===== src/rfid_front_defines.svh =====
//--------------------
// Reset values, widths and fixed levels of the reader front end
// Counts are in ncs cycles and levels are raw A/D codes
// RFID_HF_CARRIER_DIV must stay between 1 and 4
//--------------------
`ifndef RFID_FRONT_DEFINES_SVH
`define RFID_FRONT_DEFINES_SVH

// Width of the parallel A/D sample bus
`define RFID_ADC_WIDTH 8

// Mode 111 with all options clear, so every pin starts low
`define RFID_CONF_RESET 8'he0
// Gives adc_clk a period of 192 ncs cycles
`define RFID_DIVISOR_RESET 8'd95

// Half period of the HF carrier
`define RFID_HF_CARRIER_DIV 2

// Hysteresis levels of the simulated tag comparator
`define RFID_HI_THRESH_HI 8'd192
`define RFID_HI_THRESH_LO 8'd64

`endif


===== src/rfid_cfg_pkg.sv =====
//--------------------
// Host command and configuration word encodings
// A command is 16 bits with the opcode in [15:12] and the payload in [7:0]
// Bits [11:8] of a command are ignored
//--------------------
package rfid_cfg_pkg;

	// Opcodes carried in the top nibble of a command
	localparam logic [3:0] op_conf    = 4'b0001;
	localparam logic [3:0] op_divisor = 4'b0010;

	//--------------------
	// Major modes held in conf_word[7:5]
	localparam logic [2:0] mode_lo_read     = 3'b000;
	localparam logic [2:0] mode_hi_read_tx  = 3'b010;
	localparam logic [2:0] mode_hi_simulate = 3'b100;
	localparam logic [2:0] mode_off         = 3'b111;

	//--------------------
	// The same byte read by the LF block and by the HF blocks
	typedef union packed {
		// LF view where bit 3 picks the 125 kHz coil setting
		struct packed {
			logic [2:0] major_mode;
			logic       rsvd_hi;
			logic       lo_is_125khz;
			logic [2:0] rsvd_lo;
		} lo;
		// HF view where the low three bits are the per mode option
		// Bit 0 picks shallow depth for transmit
		// For the simulated tag the field is the modulation type
		struct packed {
			logic [2:0] major_mode;
			logic [1:0] rsvd;
			logic [2:0] option;
		} hi;
	} conf_word_u;

endpackage


===== src/rfid_ssp_pkg.sv =====
//--------------------
// Framing of the synchronous serial port towards the host
// The host samples ssp_din on the rising edge of ssp_clk
//--------------------
package rfid_ssp_pkg;

	// Bits in one frame, sent MSB first
	localparam int ssp_frame_bits = 8;

	// Half period of ssp_clk in ncs cycles
	localparam int ssp_clk_half = 2;

endpackage


===== src/spi_config_rx.sv =====
//--------------------
// Host command port, oversampled by ncs
// Each spi_sck phase must last at least 2 ncs cycles
// A command commits within 4 cycles of spi_cs_n rising
//--------------------
`include "rfid_front_defines.svh"

module spi_config_rx (
	input  logic                     ncs,
	input  logic                     rst,
	input  logic                     spi_sck,
	input  logic                     spi_mosi,
	input  logic                     spi_cs_n,
	output rfid_cfg_pkg::conf_word_u conf_word,
	output logic [7:0]               divisor
);
	import rfid_cfg_pkg::*;

	// Stages 0 and 1 synchronize and stage 2 keeps the previous level
	logic [2:0]  sck_q;
	logic [2:0]  cs_n_q;
	logic [1:0]  mosi_q;
	logic [15:0] shift_reg;
	logic        sck_rise;
	logic        cs_rise;

	assign sck_rise = sck_q[1] & ~sck_q[2];
	assign cs_rise  = cs_n_q[1] & ~cs_n_q[2];

	//--------------------
	// Synchronizers
	always_ff @(posedge ncs)
	begin
		if (rst)
		begin
			sck_q  <= 3'b000;
			cs_n_q <= 3'b111;
		end
		else
		begin
			sck_q  <= {sck_q[1:0], spi_sck};
			cs_n_q <= {cs_n_q[1:0], spi_cs_n};
		end
	end

	// The data line runs through the same two stages as the clock so they stay aligned
	always_ff @(posedge ncs)
	begin
		mosi_q <= {mosi_q[0], spi_mosi};
		// Shift MSB first while the chip select is held low
		if (sck_rise && !cs_n_q[1])
			shift_reg <= {shift_reg[14:0], mosi_q[1]};
	end

	//--------------------
	// Commit on chip select release
	always_ff @(posedge ncs)
	begin
		if (rst)
		begin
			conf_word <= `RFID_CONF_RESET;
			divisor   <= `RFID_DIVISOR_RESET;
		end
		else if (cs_rise)
		begin
			// Any other opcode leaves both registers as they were
			case (shift_reg[15:12])
				op_conf:    conf_word <= shift_reg[7:0];
				op_divisor: divisor   <= shift_reg[7:0];
				default:    ;
			endcase
		end
	end

endmodule


===== src/lo_read.sv =====
//--------------------
// LF reader with the A/D clock at ncs / (2 * (divisor + 1))
// A frame takes 32 cycles, so with divisor below 15 samples are dropped
// Only the newest waiting sample is sent and the host cannot stall the port
//--------------------
`include "rfid_front_defines.svh"

module lo_read (
	input  logic                       ncs,
	input  logic                       rst,
	input  rfid_cfg_pkg::conf_word_u   conf_word,
	input  logic [7:0]                 divisor,
	input  logic [`RFID_ADC_WIDTH-1:0] adc_d,
	output logic                       pwr_lo, pwr_hi,
	output logic                       pwr_oe1, pwr_oe2, pwr_oe3, pwr_oe4,
	output logic                       adc_clk,
	output logic                       ssp_frame, ssp_din, ssp_clk,
	output logic                       dbg
);
	import rfid_ssp_pkg::*;

	logic [7:0]                 div_cnt;
	logic                       div_done;
	logic                       adc_clk_q;
	logic                       adc_fall;
	logic [`RFID_ADC_WIDTH-1:0] hold;
	logic                       hold_valid;
	logic [1:0]                 ssp_cnt;
	logic                       ssp_tick;
	logic                       ssp_clk_q;
	logic                       ssp_fall;
	logic [`RFID_ADC_WIDTH-1:0] shreg;
	logic [2:0]                 bit_cnt;
	logic                       last_bit;
	logic                       busy;
	logic                       load;
	logic                       frame_q;

	//--------------------
	// A/D clock divider
	// The compare is >= so a divisor lowered mid count does not run the counter round
	assign div_done = div_cnt >= divisor;
	assign adc_fall = div_done & adc_clk_q;

	always_ff @(posedge ncs)
	begin
		if (rst)
		begin
			div_cnt   <= '0;
			adc_clk_q <= 1'b0;
		end
		else if (div_done)
		begin
			div_cnt   <= '0;
			adc_clk_q <= ~adc_clk_q;
		end
		else
			div_cnt <= div_cnt + 8'd1;
	end

	// One deep holding register, a later sample overwrites an unsent one
	always_ff @(posedge ncs)
	begin
		if (adc_fall)
			hold <= adc_d;
		if (rst)
			hold_valid <= 1'b0;
		else if (adc_fall)
			hold_valid <= 1'b1;
		else if (load)
			hold_valid <= 1'b0;
	end

	//--------------------
	// SSP clock, and the shifter which moves on its falling edge
	assign ssp_tick = ssp_cnt == 2'(ssp_clk_half - 1);
	assign ssp_fall = ssp_tick & ssp_clk_q;
	assign last_bit = bit_cnt == 3'(ssp_frame_bits - 1);
	// A new frame starts when idle or right after the last bit of the previous one
	assign load     = ssp_fall & hold_valid & (~busy | last_bit);

	always_ff @(posedge ncs)
	begin
		if (rst)
		begin
			ssp_cnt   <= '0;
			ssp_clk_q <= 1'b0;
		end
		else if (ssp_tick)
		begin
			ssp_cnt   <= '0;
			ssp_clk_q <= ~ssp_clk_q;
		end
		else
			ssp_cnt <= ssp_cnt + 2'd1;
	end

	always_ff @(posedge ncs)
	begin
		if (rst)
		begin
			busy    <= 1'b0;
			bit_cnt <= '0;
			frame_q <= 1'b0;
		end
		else if (ssp_fall)
		begin
			busy    <= load | (busy & ~last_bit);
			bit_cnt <= load ? 3'd0 : bit_cnt + 3'd1;
			// Frame marks the first bit only
			frame_q <= load;
		end
	end

	always_ff @(posedge ncs)
	begin
		if (load)
			shreg <= hold;
		else if (ssp_fall)
			shreg <= {shreg[`RFID_ADC_WIDTH-2:0], 1'b0};
	end

	// Only the LF coil driver toggles, in step with the A/D clock
	assign pwr_lo    = adc_clk_q;
	assign pwr_hi    = 1'b0;
	assign pwr_oe1   = 1'b0;
	assign pwr_oe2   = 1'b0;
	assign pwr_oe3   = 1'b0;
	assign pwr_oe4   = 1'b0;
	assign adc_clk   = adc_clk_q;
	assign ssp_frame = frame_q;
	assign ssp_din   = busy & shreg[`RFID_ADC_WIDTH-1];
	assign ssp_clk   = ssp_clk_q;
	assign dbg       = conf_word.lo.lo_is_125khz | frame_q;

endmodule


===== src/hi_read_tx.sv =====
//--------------------
// HF reader transmit with a carrier of ncs / (2 * RFID_HF_CARRIER_DIV)
// ssp_dout is taken one cycle late and has no framing
//--------------------
`include "rfid_front_defines.svh"

module hi_read_tx (
	input  logic                     ncs,
	input  logic                     rst,
	input  rfid_cfg_pkg::conf_word_u conf_word,
	input  logic                     ssp_dout,
	input  logic                     cross_hi,
	output logic                     pwr_lo, pwr_hi,
	output logic                     pwr_oe1, pwr_oe2, pwr_oe3, pwr_oe4,
	output logic                     adc_clk,
	output logic                     ssp_frame, ssp_din, ssp_clk,
	output logic                     dbg
);
	logic [1:0] car_cnt;
	logic       carrier;
	logic       dout_q;
	logic       cross_q;
	logic       shallow;

	// Option bit 0 picks shallow depth
	assign shallow = conf_word.hi.option[0];

	always_ff @(posedge ncs)
	begin
		if (rst)
		begin
			car_cnt <= '0;
			carrier <= 1'b0;
		end
		else if (car_cnt == 2'(`RFID_HF_CARRIER_DIV - 1))
		begin
			car_cnt <= '0;
			carrier <= ~carrier;
		end
		else
			car_cnt <= car_cnt + 2'd1;
	end

	always_ff @(posedge ncs)
	begin
		dout_q  <= ssp_dout;
		cross_q <= cross_hi;
	end

	// Full depth stops the drive, shallow depth keeps it and enables the extra buffer
	assign pwr_hi    = carrier & ~(dout_q & ~shallow);
	assign pwr_oe1   = dout_q & shallow;
	assign pwr_lo    = 1'b0;
	assign pwr_oe2   = 1'b0;
	assign pwr_oe3   = 1'b0;
	assign pwr_oe4   = 1'b0;
	assign adc_clk   = carrier;
	assign ssp_frame = 1'b0;
	assign ssp_din   = cross_q;
	assign ssp_clk   = carrier;
	assign dbg       = dout_q;

endmodule


===== src/hi_simulate.sv =====
//--------------------
// HF simulated tag, the received bit lags adc_d by 2 cycles
// Between the two thresholds the previous bit is kept
//--------------------
`include "rfid_front_defines.svh"

module hi_simulate (
	input  logic                       ncs,
	input  logic                       rst,
	input  rfid_cfg_pkg::conf_word_u   conf_word,
	input  logic [`RFID_ADC_WIDTH-1:0] adc_d,
	input  logic                       ssp_dout,
	output logic                       pwr_lo, pwr_hi,
	output logic                       pwr_oe1, pwr_oe2, pwr_oe3, pwr_oe4,
	output logic                       adc_clk,
	output logic                       ssp_frame, ssp_din, ssp_clk,
	output logic                       dbg
);
	import rfid_ssp_pkg::*;

	// Modulation types in the option field
	localparam logic [2:0] mod_none       = 3'b000;
	localparam logic [2:0] mod_subcarrier = 3'b001;
	localparam logic [2:0] mod_direct     = 3'b010;

	logic [`RFID_ADC_WIDTH-1:0] adc_q;
	logic                       rx_bit;
	logic                       dout_q;
	logic [1:0]                 car_cnt;
	logic                       carrier;
	logic [2:0]                 frame_cnt;
	logic                       mod_on;

	always_ff @(posedge ncs)
	begin
		adc_q  <= adc_d;
		dout_q <= ssp_dout;
	end

	// Hysteresis comparator
	always_ff @(posedge ncs)
	begin
		if (rst)
			rx_bit <= 1'b0;
		else if (adc_q > `RFID_HI_THRESH_HI)
			rx_bit <= 1'b1;
		else if (adc_q < `RFID_HI_THRESH_LO)
			rx_bit <= 1'b0;
	end

	//--------------------
	// Carrier, also counting bit slots for the frame strobe
	always_ff @(posedge ncs)
	begin
		if (rst)
		begin
			car_cnt   <= '0;
			carrier   <= 1'b0;
			frame_cnt <= '0;
		end
		else if (car_cnt == 2'(`RFID_HF_CARRIER_DIV - 1))
		begin
			car_cnt <= '0;
			carrier <= ~carrier;
			// One bit slot ends on each falling carrier edge
			if (carrier)
				frame_cnt <= (frame_cnt == 3'(ssp_frame_bits - 1)) ? 3'd0 : frame_cnt + 3'd1;
		end
		else
			car_cnt <= car_cnt + 2'd1;
	end

	// Load modulation chosen by the option field
	always_comb
	begin
		case (conf_word.hi.option)
			mod_none:       mod_on = 1'b0;
			mod_subcarrier: mod_on = dout_q & carrier;
			mod_direct:     mod_on = dout_q;
			default:        mod_on = 1'b0;
		endcase
	end

	assign pwr_lo    = 1'b0;
	assign pwr_hi    = 1'b0;
	assign pwr_oe1   = mod_on;
	assign pwr_oe2   = 1'b0;
	assign pwr_oe3   = 1'b0;
	assign pwr_oe4   = 1'b0;
	assign adc_clk   = carrier;
	assign ssp_frame = frame_cnt == 3'd0;
	assign ssp_din   = rx_bit;
	assign ssp_clk   = carrier;
	assign dbg       = rx_bit;

endmodule


===== src/front_mux.sv =====
//--------------------
// Pin selector, combinational only
// Mode 111 and every code without a block drive all pins low
//--------------------
module front_mux (
	input  logic [2:0] major_mode,
	input  logic       lr_pwr_lo, lr_pwr_hi,
	input  logic       lr_pwr_oe1, lr_pwr_oe2, lr_pwr_oe3, lr_pwr_oe4,
	input  logic       lr_adc_clk, lr_ssp_frame, lr_ssp_din, lr_ssp_clk, lr_dbg,
	input  logic       ht_pwr_lo, ht_pwr_hi,
	input  logic       ht_pwr_oe1, ht_pwr_oe2, ht_pwr_oe3, ht_pwr_oe4,
	input  logic       ht_adc_clk, ht_ssp_frame, ht_ssp_din, ht_ssp_clk, ht_dbg,
	input  logic       hs_pwr_lo, hs_pwr_hi,
	input  logic       hs_pwr_oe1, hs_pwr_oe2, hs_pwr_oe3, hs_pwr_oe4,
	input  logic       hs_adc_clk, hs_ssp_frame, hs_ssp_din, hs_ssp_clk, hs_dbg,
	output logic       pwr_lo, pwr_hi,
	output logic       pwr_oe1, pwr_oe2, pwr_oe3, pwr_oe4,
	output logic       adc_clk, ssp_frame, ssp_din, ssp_clk, dbg
);
	import rfid_cfg_pkg::*;

	// All eleven pins in the order of the port list
	logic [10:0] pins;

	always_comb
	begin
		case (major_mode)
			mode_lo_read:
				pins = {lr_pwr_lo, lr_pwr_hi, lr_pwr_oe1, lr_pwr_oe2, lr_pwr_oe3, lr_pwr_oe4,
					lr_adc_clk, lr_ssp_frame, lr_ssp_din, lr_ssp_clk, lr_dbg};
			mode_hi_read_tx:
				pins = {ht_pwr_lo, ht_pwr_hi, ht_pwr_oe1, ht_pwr_oe2, ht_pwr_oe3, ht_pwr_oe4,
					ht_adc_clk, ht_ssp_frame, ht_ssp_din, ht_ssp_clk, ht_dbg};
			mode_hi_simulate:
				pins = {hs_pwr_lo, hs_pwr_hi, hs_pwr_oe1, hs_pwr_oe2, hs_pwr_oe3, hs_pwr_oe4,
					hs_adc_clk, hs_ssp_frame, hs_ssp_din, hs_ssp_clk, hs_dbg};
			mode_off:
				pins = '0;
			default:
				pins = '0;
		endcase
	end

	assign {pwr_lo, pwr_hi, pwr_oe1, pwr_oe2, pwr_oe3, pwr_oe4,
		adc_clk, ssp_frame, ssp_din, ssp_clk, dbg} = pins;

endmodule


===== src/rfid_front.sv =====
//--------------------
// Reader front end top, all logic on ncs
// The active mode block comes from conf_word[7:5]
// adc_noe is held low and nothing is read back over the serial port
//--------------------
`include "rfid_front_defines.svh"

module rfid_front (
	input  logic                       ncs,
	input  logic                       rst,
	input  logic                       spi_sck,
	input  logic                       spi_mosi,
	input  logic                       spi_cs_n,
	input  logic [`RFID_ADC_WIDTH-1:0] adc_d,
	input  logic                       ssp_dout,
	input  logic                       cross_hi,
	output logic                       pwr_lo, pwr_hi,
	output logic                       pwr_oe1, pwr_oe2, pwr_oe3, pwr_oe4,
	output logic                       adc_clk, adc_noe,
	output logic                       ssp_frame, ssp_din, ssp_clk,
	output logic                       dbg
);
	import rfid_cfg_pkg::*;

	conf_word_u conf_word;
	logic [7:0] divisor;

	// Pin bundles of the three mode blocks
	logic lr_pwr_lo, lr_pwr_hi, lr_pwr_oe1, lr_pwr_oe2, lr_pwr_oe3, lr_pwr_oe4;
	logic lr_adc_clk, lr_ssp_frame, lr_ssp_din, lr_ssp_clk, lr_dbg;
	logic ht_pwr_lo, ht_pwr_hi, ht_pwr_oe1, ht_pwr_oe2, ht_pwr_oe3, ht_pwr_oe4;
	logic ht_adc_clk, ht_ssp_frame, ht_ssp_din, ht_ssp_clk, ht_dbg;
	logic hs_pwr_lo, hs_pwr_hi, hs_pwr_oe1, hs_pwr_oe2, hs_pwr_oe3, hs_pwr_oe4;
	logic hs_adc_clk, hs_ssp_frame, hs_ssp_din, hs_ssp_clk, hs_dbg;

	spi_config_rx spi_config_rx_inst (
		.ncs(ncs), .rst(rst),
		.spi_sck(spi_sck), .spi_mosi(spi_mosi), .spi_cs_n(spi_cs_n),
		.conf_word(conf_word), .divisor(divisor)
	);

	//--------------------
	// Mode blocks, always running
	lo_read lo_read_inst (
		.ncs(ncs), .rst(rst), .conf_word(conf_word), .divisor(divisor), .adc_d(adc_d),
		.pwr_lo(lr_pwr_lo), .pwr_hi(lr_pwr_hi), .pwr_oe1(lr_pwr_oe1), .pwr_oe2(lr_pwr_oe2),
		.pwr_oe3(lr_pwr_oe3), .pwr_oe4(lr_pwr_oe4), .adc_clk(lr_adc_clk),
		.ssp_frame(lr_ssp_frame), .ssp_din(lr_ssp_din), .ssp_clk(lr_ssp_clk), .dbg(lr_dbg)
	);

	hi_read_tx hi_read_tx_inst (
		.ncs(ncs), .rst(rst), .conf_word(conf_word), .ssp_dout(ssp_dout), .cross_hi(cross_hi),
		.pwr_lo(ht_pwr_lo), .pwr_hi(ht_pwr_hi), .pwr_oe1(ht_pwr_oe1), .pwr_oe2(ht_pwr_oe2),
		.pwr_oe3(ht_pwr_oe3), .pwr_oe4(ht_pwr_oe4), .adc_clk(ht_adc_clk),
		.ssp_frame(ht_ssp_frame), .ssp_din(ht_ssp_din), .ssp_clk(ht_ssp_clk), .dbg(ht_dbg)
	);

	hi_simulate hi_simulate_inst (
		.ncs(ncs), .rst(rst), .conf_word(conf_word), .adc_d(adc_d), .ssp_dout(ssp_dout),
		.pwr_lo(hs_pwr_lo), .pwr_hi(hs_pwr_hi), .pwr_oe1(hs_pwr_oe1), .pwr_oe2(hs_pwr_oe2),
		.pwr_oe3(hs_pwr_oe3), .pwr_oe4(hs_pwr_oe4), .adc_clk(hs_adc_clk),
		.ssp_frame(hs_ssp_frame), .ssp_din(hs_ssp_din), .ssp_clk(hs_ssp_clk), .dbg(hs_dbg)
	);

	// Both views of the union place the mode in the same bits
	front_mux front_mux_inst (
		.major_mode(conf_word.hi.major_mode),
		.lr_pwr_lo(lr_pwr_lo), .lr_pwr_hi(lr_pwr_hi), .lr_pwr_oe1(lr_pwr_oe1),
		.lr_pwr_oe2(lr_pwr_oe2), .lr_pwr_oe3(lr_pwr_oe3), .lr_pwr_oe4(lr_pwr_oe4),
		.lr_adc_clk(lr_adc_clk), .lr_ssp_frame(lr_ssp_frame), .lr_ssp_din(lr_ssp_din),
		.lr_ssp_clk(lr_ssp_clk), .lr_dbg(lr_dbg),
		.ht_pwr_lo(ht_pwr_lo), .ht_pwr_hi(ht_pwr_hi), .ht_pwr_oe1(ht_pwr_oe1),
		.ht_pwr_oe2(ht_pwr_oe2), .ht_pwr_oe3(ht_pwr_oe3), .ht_pwr_oe4(ht_pwr_oe4),
		.ht_adc_clk(ht_adc_clk), .ht_ssp_frame(ht_ssp_frame), .ht_ssp_din(ht_ssp_din),
		.ht_ssp_clk(ht_ssp_clk), .ht_dbg(ht_dbg),
		.hs_pwr_lo(hs_pwr_lo), .hs_pwr_hi(hs_pwr_hi), .hs_pwr_oe1(hs_pwr_oe1),
		.hs_pwr_oe2(hs_pwr_oe2), .hs_pwr_oe3(hs_pwr_oe3), .hs_pwr_oe4(hs_pwr_oe4),
		.hs_adc_clk(hs_adc_clk), .hs_ssp_frame(hs_ssp_frame), .hs_ssp_din(hs_ssp_din),
		.hs_ssp_clk(hs_ssp_clk), .hs_dbg(hs_dbg),
		.pwr_lo(pwr_lo), .pwr_hi(pwr_hi), .pwr_oe1(pwr_oe1), .pwr_oe2(pwr_oe2),
		.pwr_oe3(pwr_oe3), .pwr_oe4(pwr_oe4), .adc_clk(adc_clk),
		.ssp_frame(ssp_frame), .ssp_din(ssp_din), .ssp_clk(ssp_clk), .dbg(dbg)
	);

	// The A/D outputs stay enabled in every mode
	assign adc_noe = 1'b0;

endmodule


===== config.mk =====
export PLATFORM = sky130hd
export DESIGN_NAME = rfid_front
export DESIGN_NICKNAME = d
export VERILOG_FILES = /design/src/rfid_cfg_pkg.sv /design/src/rfid_ssp_pkg.sv /design/src/spi_config_rx.sv /design/src/lo_read.sv /design/src/hi_read_tx.sv /design/src/hi_simulate.sv /design/src/front_mux.sv /design/src/rfid_front.sv
export VERILOG_INCLUDE_DIRS = /design/src
export SDC_FILE = /design/constraint.sdc
export NUM_CORES = 1
export LEC_CHECK = 0
export BUFFER_PORTS_ARGS = -buffer_cell sky130_fd_sc_hd__buf_2
export CAP_MARGIN = 10
export CORE_UTILIZATION = 30
export CTS_CLUSTER_SIZE = 16
export DETAILED_ROUTE_END_ITERATION = 10
export HOLD_SLACK_MARGIN = 0.06
export PLACE_DENSITY_LB_ADDON = 0.1
export SLEW_MARGIN = 20
export SYNTH_ARGS = -nofsm -noshare
export SYNTH_HDL_FRONTEND = slang
export SYNTH_SLANG_ARGS = --single-unit

===== constraint.sdc =====
create_clock -name ncs -period 2.3 [get_ports ncs]
set_input_delay 0.115 -clock ncs [delete_from_list [all_inputs] [get_ports ncs]]
set_output_delay 0.115 -clock ncs [all_outputs]
set_load 0.02 [all_outputs]

Word level (Yosys, flattened, before mapping)
Index checks and enable logic that the tools add are counted.
{"block": "op_classes", "n_addsub": 6, "n_reduce_logical": 14, "order_cmp": 3, "eq_ne": 11, "bitwise": 25, "mux": 10}
{"cell": "11-bit one-hot mux with 3 select lines", "count": 1}
{"cell": "8-bit 2-to-1 mux", "count": 2}
{"cell": "1-bit AND", "count": 12}
{"cell": "1-bit NOT", "count": 10}
{"cell": "3-bit == test (second input constant)", "count": 3}
{"cell": "8-bit by 1-bit adder with 8-bit output (second input constant)", "count": 1}
{"cell": "8-bit >= comparator", "count": 1}
{"cell": "8-bit greater-than comparator (second input constant)", "count": 1}
{"cell": "8-bit by 7-bit < comparator with 1-bit output (second input constant)", "count": 1}
{"cell": "2-bit OR reduction", "count": 4}
{"cell": "2-bit by 1-bit adder with 2-bit output (second input constant)", "count": 3}
{"cell": "3-bit by 1-bit adder with 3-bit output (second input constant)", "count": 2}
{"cell": "2-bit by 1-bit == test with 1-bit output (second input constant)", "count": 3}
{"cell": "3-bit by 2-bit == test with 1-bit output (second input constant)", "count": 2}
{"cell": "3-bit zero test", "count": 2}
{"cell": "3-bit 2-to-1 mux", "count": 2}
{"cell": "2-bit AND reduction", "count": 3}
{"cell": "2-bit nonzero test", "count": 3}
{"cell": "4-bit by 1-bit == test with 1-bit output (second input constant)", "count": 1}
{"cell": "4-bit by 2-bit == test with 1-bit output (second input constant)", "count": 1}
{"cell": "1-bit 2-to-1 mux", "count": 4}
{"cell": "3-bit by 1-bit == test with 1-bit output (second input constant)", "count": 1}
{"cell": "1-bit OR", "count": 3}
{"cell": "1-bit one-hot mux with 2 select lines", "count": 1}
{"cell": "other kinds (2)", "count": 2}
{"block": "totals", "inputBits": 15, "ff_bits": 94, "word_cells": 94}

Logic depth before layout (Yosys ltp)
{"block": "depth", "depth_word": 6, "ltp_mapped": 8, "depth_no_buf": 7}

By module
A second synthesis with hierarchy kept.
{"block": "hier_totals", "cells_unflattened": 372, "area_unflattened_um2": 4280.4}
{"module": "lo_read", "area_per_inst_um2": 1642.8, "instances": 1, "cells_each": 143, "seq_area_each_um2": 840.8}
{"module": "spi_config_rx", "area_per_inst_um2": 1393.8, "instances": 1, "cells_each": 103, "seq_area_each_um2": 960.9}
{"module": "hi_simulate", "area_per_inst_um2": 564.3, "instances": 1, "cells_each": 53, "seq_area_each_um2": 320.3}
{"module": "front_mux", "area_per_inst_um2": 462.9, "instances": 1, "cells_each": 50, "seq_area_each_um2": 0.0}
{"module": "hi_read_tx", "area_per_inst_um2": 205.2, "instances": 1, "cells_each": 21, "seq_area_each_um2": 100.1}
{"module": "rfid_front", "area_per_inst_um2": 11.3, "instances": 1, "cells_each": 2, "seq_area_each_um2": 0.0}

Least setup slack after synthesis
Ideal clock, no wire load.
{"block": "synth_path", "kind": "reg2reg", "startpoint": "register spi_config_rx_inst.cs_n_q[1]", "endpoint": "register spi_config_rx_inst.shift_reg[0], enable pin", "setup_slack_ps": 334, "required_time_ps": 1887, "period_less_slack_ps": 1966, "path_buffers": 0, "arrival_ps": 1553, "path_stages_with_launch": 2, "setup_time_ps": 413, "path_cell_list": "dfxtp_1 > nor3b_1"}
{"block": "synth_via", "elab_chain_len": 2}
{"item": "start, declared", "line_no": "spi_config_rx.sv:21", "text": "logic [2:0] cs_n_q;"}
{"item": "start signal, assigned", "line_no": "spi_config_rx.sv:42", "text": "cs_n_q <= {cs_n_q[1:0], spi_cs_n};"}
{"item": "1-bit zero test", "line_no": "spi_config_rx.sv:51", "text": "if (sck_rise && !cs_n_q[1])"}
{"item": "1-bit logical AND", "line_no": "spi_config_rx.sv:51"}
{"item": "end signal, assigned", "line_no": "spi_config_rx.sv:52", "text": "shift_reg <= {shift_reg[14:0], mosi_q[1]};"}
{"item": "end, declared", "line_no": "spi_config_rx.sv:23", "text": "logic [15:0] shift_reg;"}
Every way passes these cells.
A chain may end at the register's enable or synchronous reset.

Worst setup path in the final report
{"block": "layout_path", "startpoint": "register lo_read_inst.div_cnt[0]", "endpoint": "register lo_read_inst.hold[5], enable pin"}
{"block": "layout_via", "elab_chain_len": 2}
{"item": "start, declared", "line_no": "lo_read.sv:22", "text": "logic [7:0] div_cnt;"}
{"item": "start signal, assigned", "line_no": "lo_read.sv:58", "text": "div_cnt <= div_cnt + 8'd1;"}
{"item": "8-bit >= comparator", "line_no": "lo_read.sv:42", "text": "assign div_done = div_cnt >= divisor;"}
{"item": "1-bit AND", "line_no": "lo_read.sv:43", "text": "assign adc_fall = div_done & adc_clk_q;"}
{"item": "net lo_read_inst.adc_fall", "line_no": "lo_read.sv:25", "text": "logic adc_fall;"}
{"item": "end signal, assigned", "line_no": "lo_read.sv:65", "text": "hold <= adc_d;"}
{"item": "end, declared", "line_no": "lo_read.sv:26", "text": "logic [`RFID_ADC_WIDTH-1:0] hold;"}
The timed path passes the listed nets, and every way through them passes these cells.

==> impl_metrics.yaml <==
sta:
  max_freq_mhz: 494.7
  period_share: 0.8788
  max-slew-margin-rel: 0.6327
  skew_ns: 0.01044
  tightest_slew_ns: 0.5509
  drv_slew: 0
  finalSetupTns_ns: 0
  rsz0062_at_grt: "no"
  hold_viol_final: 0
  fin_crit_ns: 2.021
  setup_viol: 0
logic_synthesis:
  syn_inst: 318
  ys_seq_elements: 93
  synth_edf_count: 32
  synth.top_cells.by_count: "dfxtp_1, edfxtp_1, nor2_1, inv_1"
  syn_avg_cell_area_um2: 11.64
  yosys.area.top_type: "dfxtp_1"
  synthFlopType: "dfxtp_1"
  yosys-top-cells-area: "dfxtp_1, edfxtp_1, ha_1, mux2_4, nor2_1"
  synthArstFlopShare: 0
  yosysSeqAreaShare: 0.5896
  synth_warnings: 0
  synth_top_area_share: 0.3300
  syn-cell-area_um2: 3701
  synth_cell_types: 50
  synthMostInstantiatedCell: "dfxtp_1"
grt:
  grt_overflow: 0
  grt_first_pass_wirelength_mm: 11.10
  antenna_found_initial: 0
  grt_pass1_vias: 2250
  grt_max_degree: 35
  grt_util_all_layers: 0.1157
floorplanning:
  pin_count: 27
  core_area_um2: 12010
  die-area_um2: 12780
  initial_core_util: 0.3081
  fp.dieH_um: 113.1
  row_count: 40
  die_x_um: 113.1
clocking:
  h-tree-depth: 3
  cts_buffers: 9
  clockRootBuffer: "clkbuf_16"
  clk_pin_slew_ns: 0.06
  insertion_delay_ns: 0.34
  clockBufferDepth: 2
  post_cts_buffers: 0
  cts_resized: 0
  cts_tree: "done"
  clkSinkCount: 93
drt:
  firstDrtPassIters: 4
  drtAntennaViolNets: 0
  drc_errors: 0
  drtIter0Drc: 160
  vias: 2325
  drt_wl_total_mm: 6.614
  wl_per_cell_um: 13.02
  routed_via_density: 4.577
worst_setup_path:
  path_class: "flop to flop"
  max_stage_delay_ns: 0.47
  crit_family: "compound AO/OA/AOI/OAI gates"
  cp-end-kind: "flop"
  start_kind: "flop"
  cp_max_fo: 8
  slowest_stage: "a2111oi_4"
  critPathBufInv: 1
  crit_required_ns: 2.38
  arrival_ns: 2.10
  crit_chain: "inv_1 -> ha_1 -> nand2b_4 -> a2111oi_4 -> o311ai_4 -> and2_2"
cells_and_area:
  diodes: 0
  area_delta_synth_final_pct: 18.22
  regArea_um2: 2182
  multiInputGateArea_um2: 1354
  drive_above_1_share: 0.1634
  largest_reg_flops: 16
  nets: 388
  fillers: 1165
  final_util: 0.3643
pwr:
  ir_worst_vdd_mv: 0.2553
  power.density_nw_per_um2: 777.7
  power.leakage_nw: 1.789
placed_design:
  io_buffers: 22
  gp_congestion: 0.7100
  hpwl_mm: 4.459
flow_run:
  maxCapViolations: 0
outcome:
  status: "finished, final reports clean"
worst_hold_path:
  hold_path.class: "primary input to flop"
-- layout make-up --
class / instances / area share
repair buffers: 40 / 0.06348
multi-input cells: 187 / 0.3094
well taps: 147 / 0.04204
flip-flops and latches: 93 / 0.4987
inverters: 25 / 0.02145
clock inverters: 1 / 0.001144
clock buffers: 15 / 0.06377
-- metal layers --
metal | share of wire | up-vias | wire length, um | global-route usage
li1 | - | 1183 | - | -
met1 | 0.51 | 1092 | 3384 | 0.1505
met2 | 0.42 | 39 | 2793 | 0.1718
met3 | 0.036 | 11 | 238 | 0.02250
met4 | 0.030 | 0 | 197 | 0.08421
met5 | 0 | - | 0 | 0
-- what timing repair did --
item,CTS,global route
endpoints found under the hold margin,21,0
setup endpoints to repair,0,0
hold buffers,13,0
-- path summary, 6_finish.rpt --
check,from,endpoint,slack (ns),depth (start not counted)
setup / recovery,lo_read_inst.div_cnt[0]$_SDFF_PP0_,lo_read_inst.hold[5]$_DFFE_PP_,0.28,6
hold / removal,rst,spi_config_rx_inst.divisor[7]$_SDFFE_PP0P_,0.18,2
setup reg to reg,lo_read_inst.div_cnt[0]$_SDFF_PP0_,lo_read_inst.hold[5]$_DFFE_PP_,0.28,6
hold reg to reg,spi_config_rx_inst.mosi_q[0]$_DFF_P_,spi_config_rx_inst.mosi_q[1]$_DFF_P_,0.33,0
-- report_power, final --
group	switching (W)	internal [W]	total [W]	leakage, nW
sequential	0.0000464	0.00176	0.00180	0.790
combinational	0.0000885	0.0000953	0.000184	0.860
clock	0.000587	0.000828	0.00142	0.139
-- stage by stage --
step	setup slack (ns)	total power [W]	hold WS [ns]	area (um^2)	instances
after floorplan	0.3339	0.001961	0.1427	3712	321
after global placement	0.2878	0.002009	0.2188	3961	479
after detailed placement	0.2698	0.002011	0.2217	3961	479
after CTS	0.2565	0.003467	0.1716	4375	508
after global routing	0.1648	0.003561	0.2132	4375	508
final	0.2787	0.003403	0.1846	4375	508
-- cell usage in the layout, fill, tap and decap left out, types with 2 or more instances in the layout --
cell type,netlist,final
nand3b_1,4,4
dfxtp_1,61,61
nor3_1,17,17
buf_2,1,22
nand3_1,7,7
nor2b_1,3,3
edfxtp_1,32,32
and3_1,2,2
clkbuf_1,7,4
nor3b_1,4,3
conb_1,1,4
or2_2,4,4
nor4_1,2,2
xnor2_1,7,7
xor2_1,2,2
mux2_2,2,2
inv_1,25,25
a211oi_1,3,3
clkbuf_16,0,10
nor2_1,27,27
ha_1,17,17
o21ai_0,4,4
mux2_4,7,7
or3_1,3,3
nand2_1,17,17
a21oi_1,13,13
a2bb2oi_1,2,2
nand2b_1,2,2
buf_4,5,5
nor3b_2,1,2
dlygate4sd3_1,0,13
a211o_1,9,9
mux2i_1,7,7
-- kinds of logic after synthesis --
group | Yosys count | synth area share
AO/OA/AOI/OAI | 41 | 0.08689
XOR/XNOR | 9 | 0.02130
adder cells (fa/ha/maj) | 17 | 0.05747
buffers and inverters | 41 | 0.04902
flip-flops | 93 | 0.5896
multiplexers | 16 | 0.05341
other | 1 | 0.001013
AND/OR/NAND/NOR | 100 | 0.1413
No activity file was read; power rests on OpenSTA's default activity.
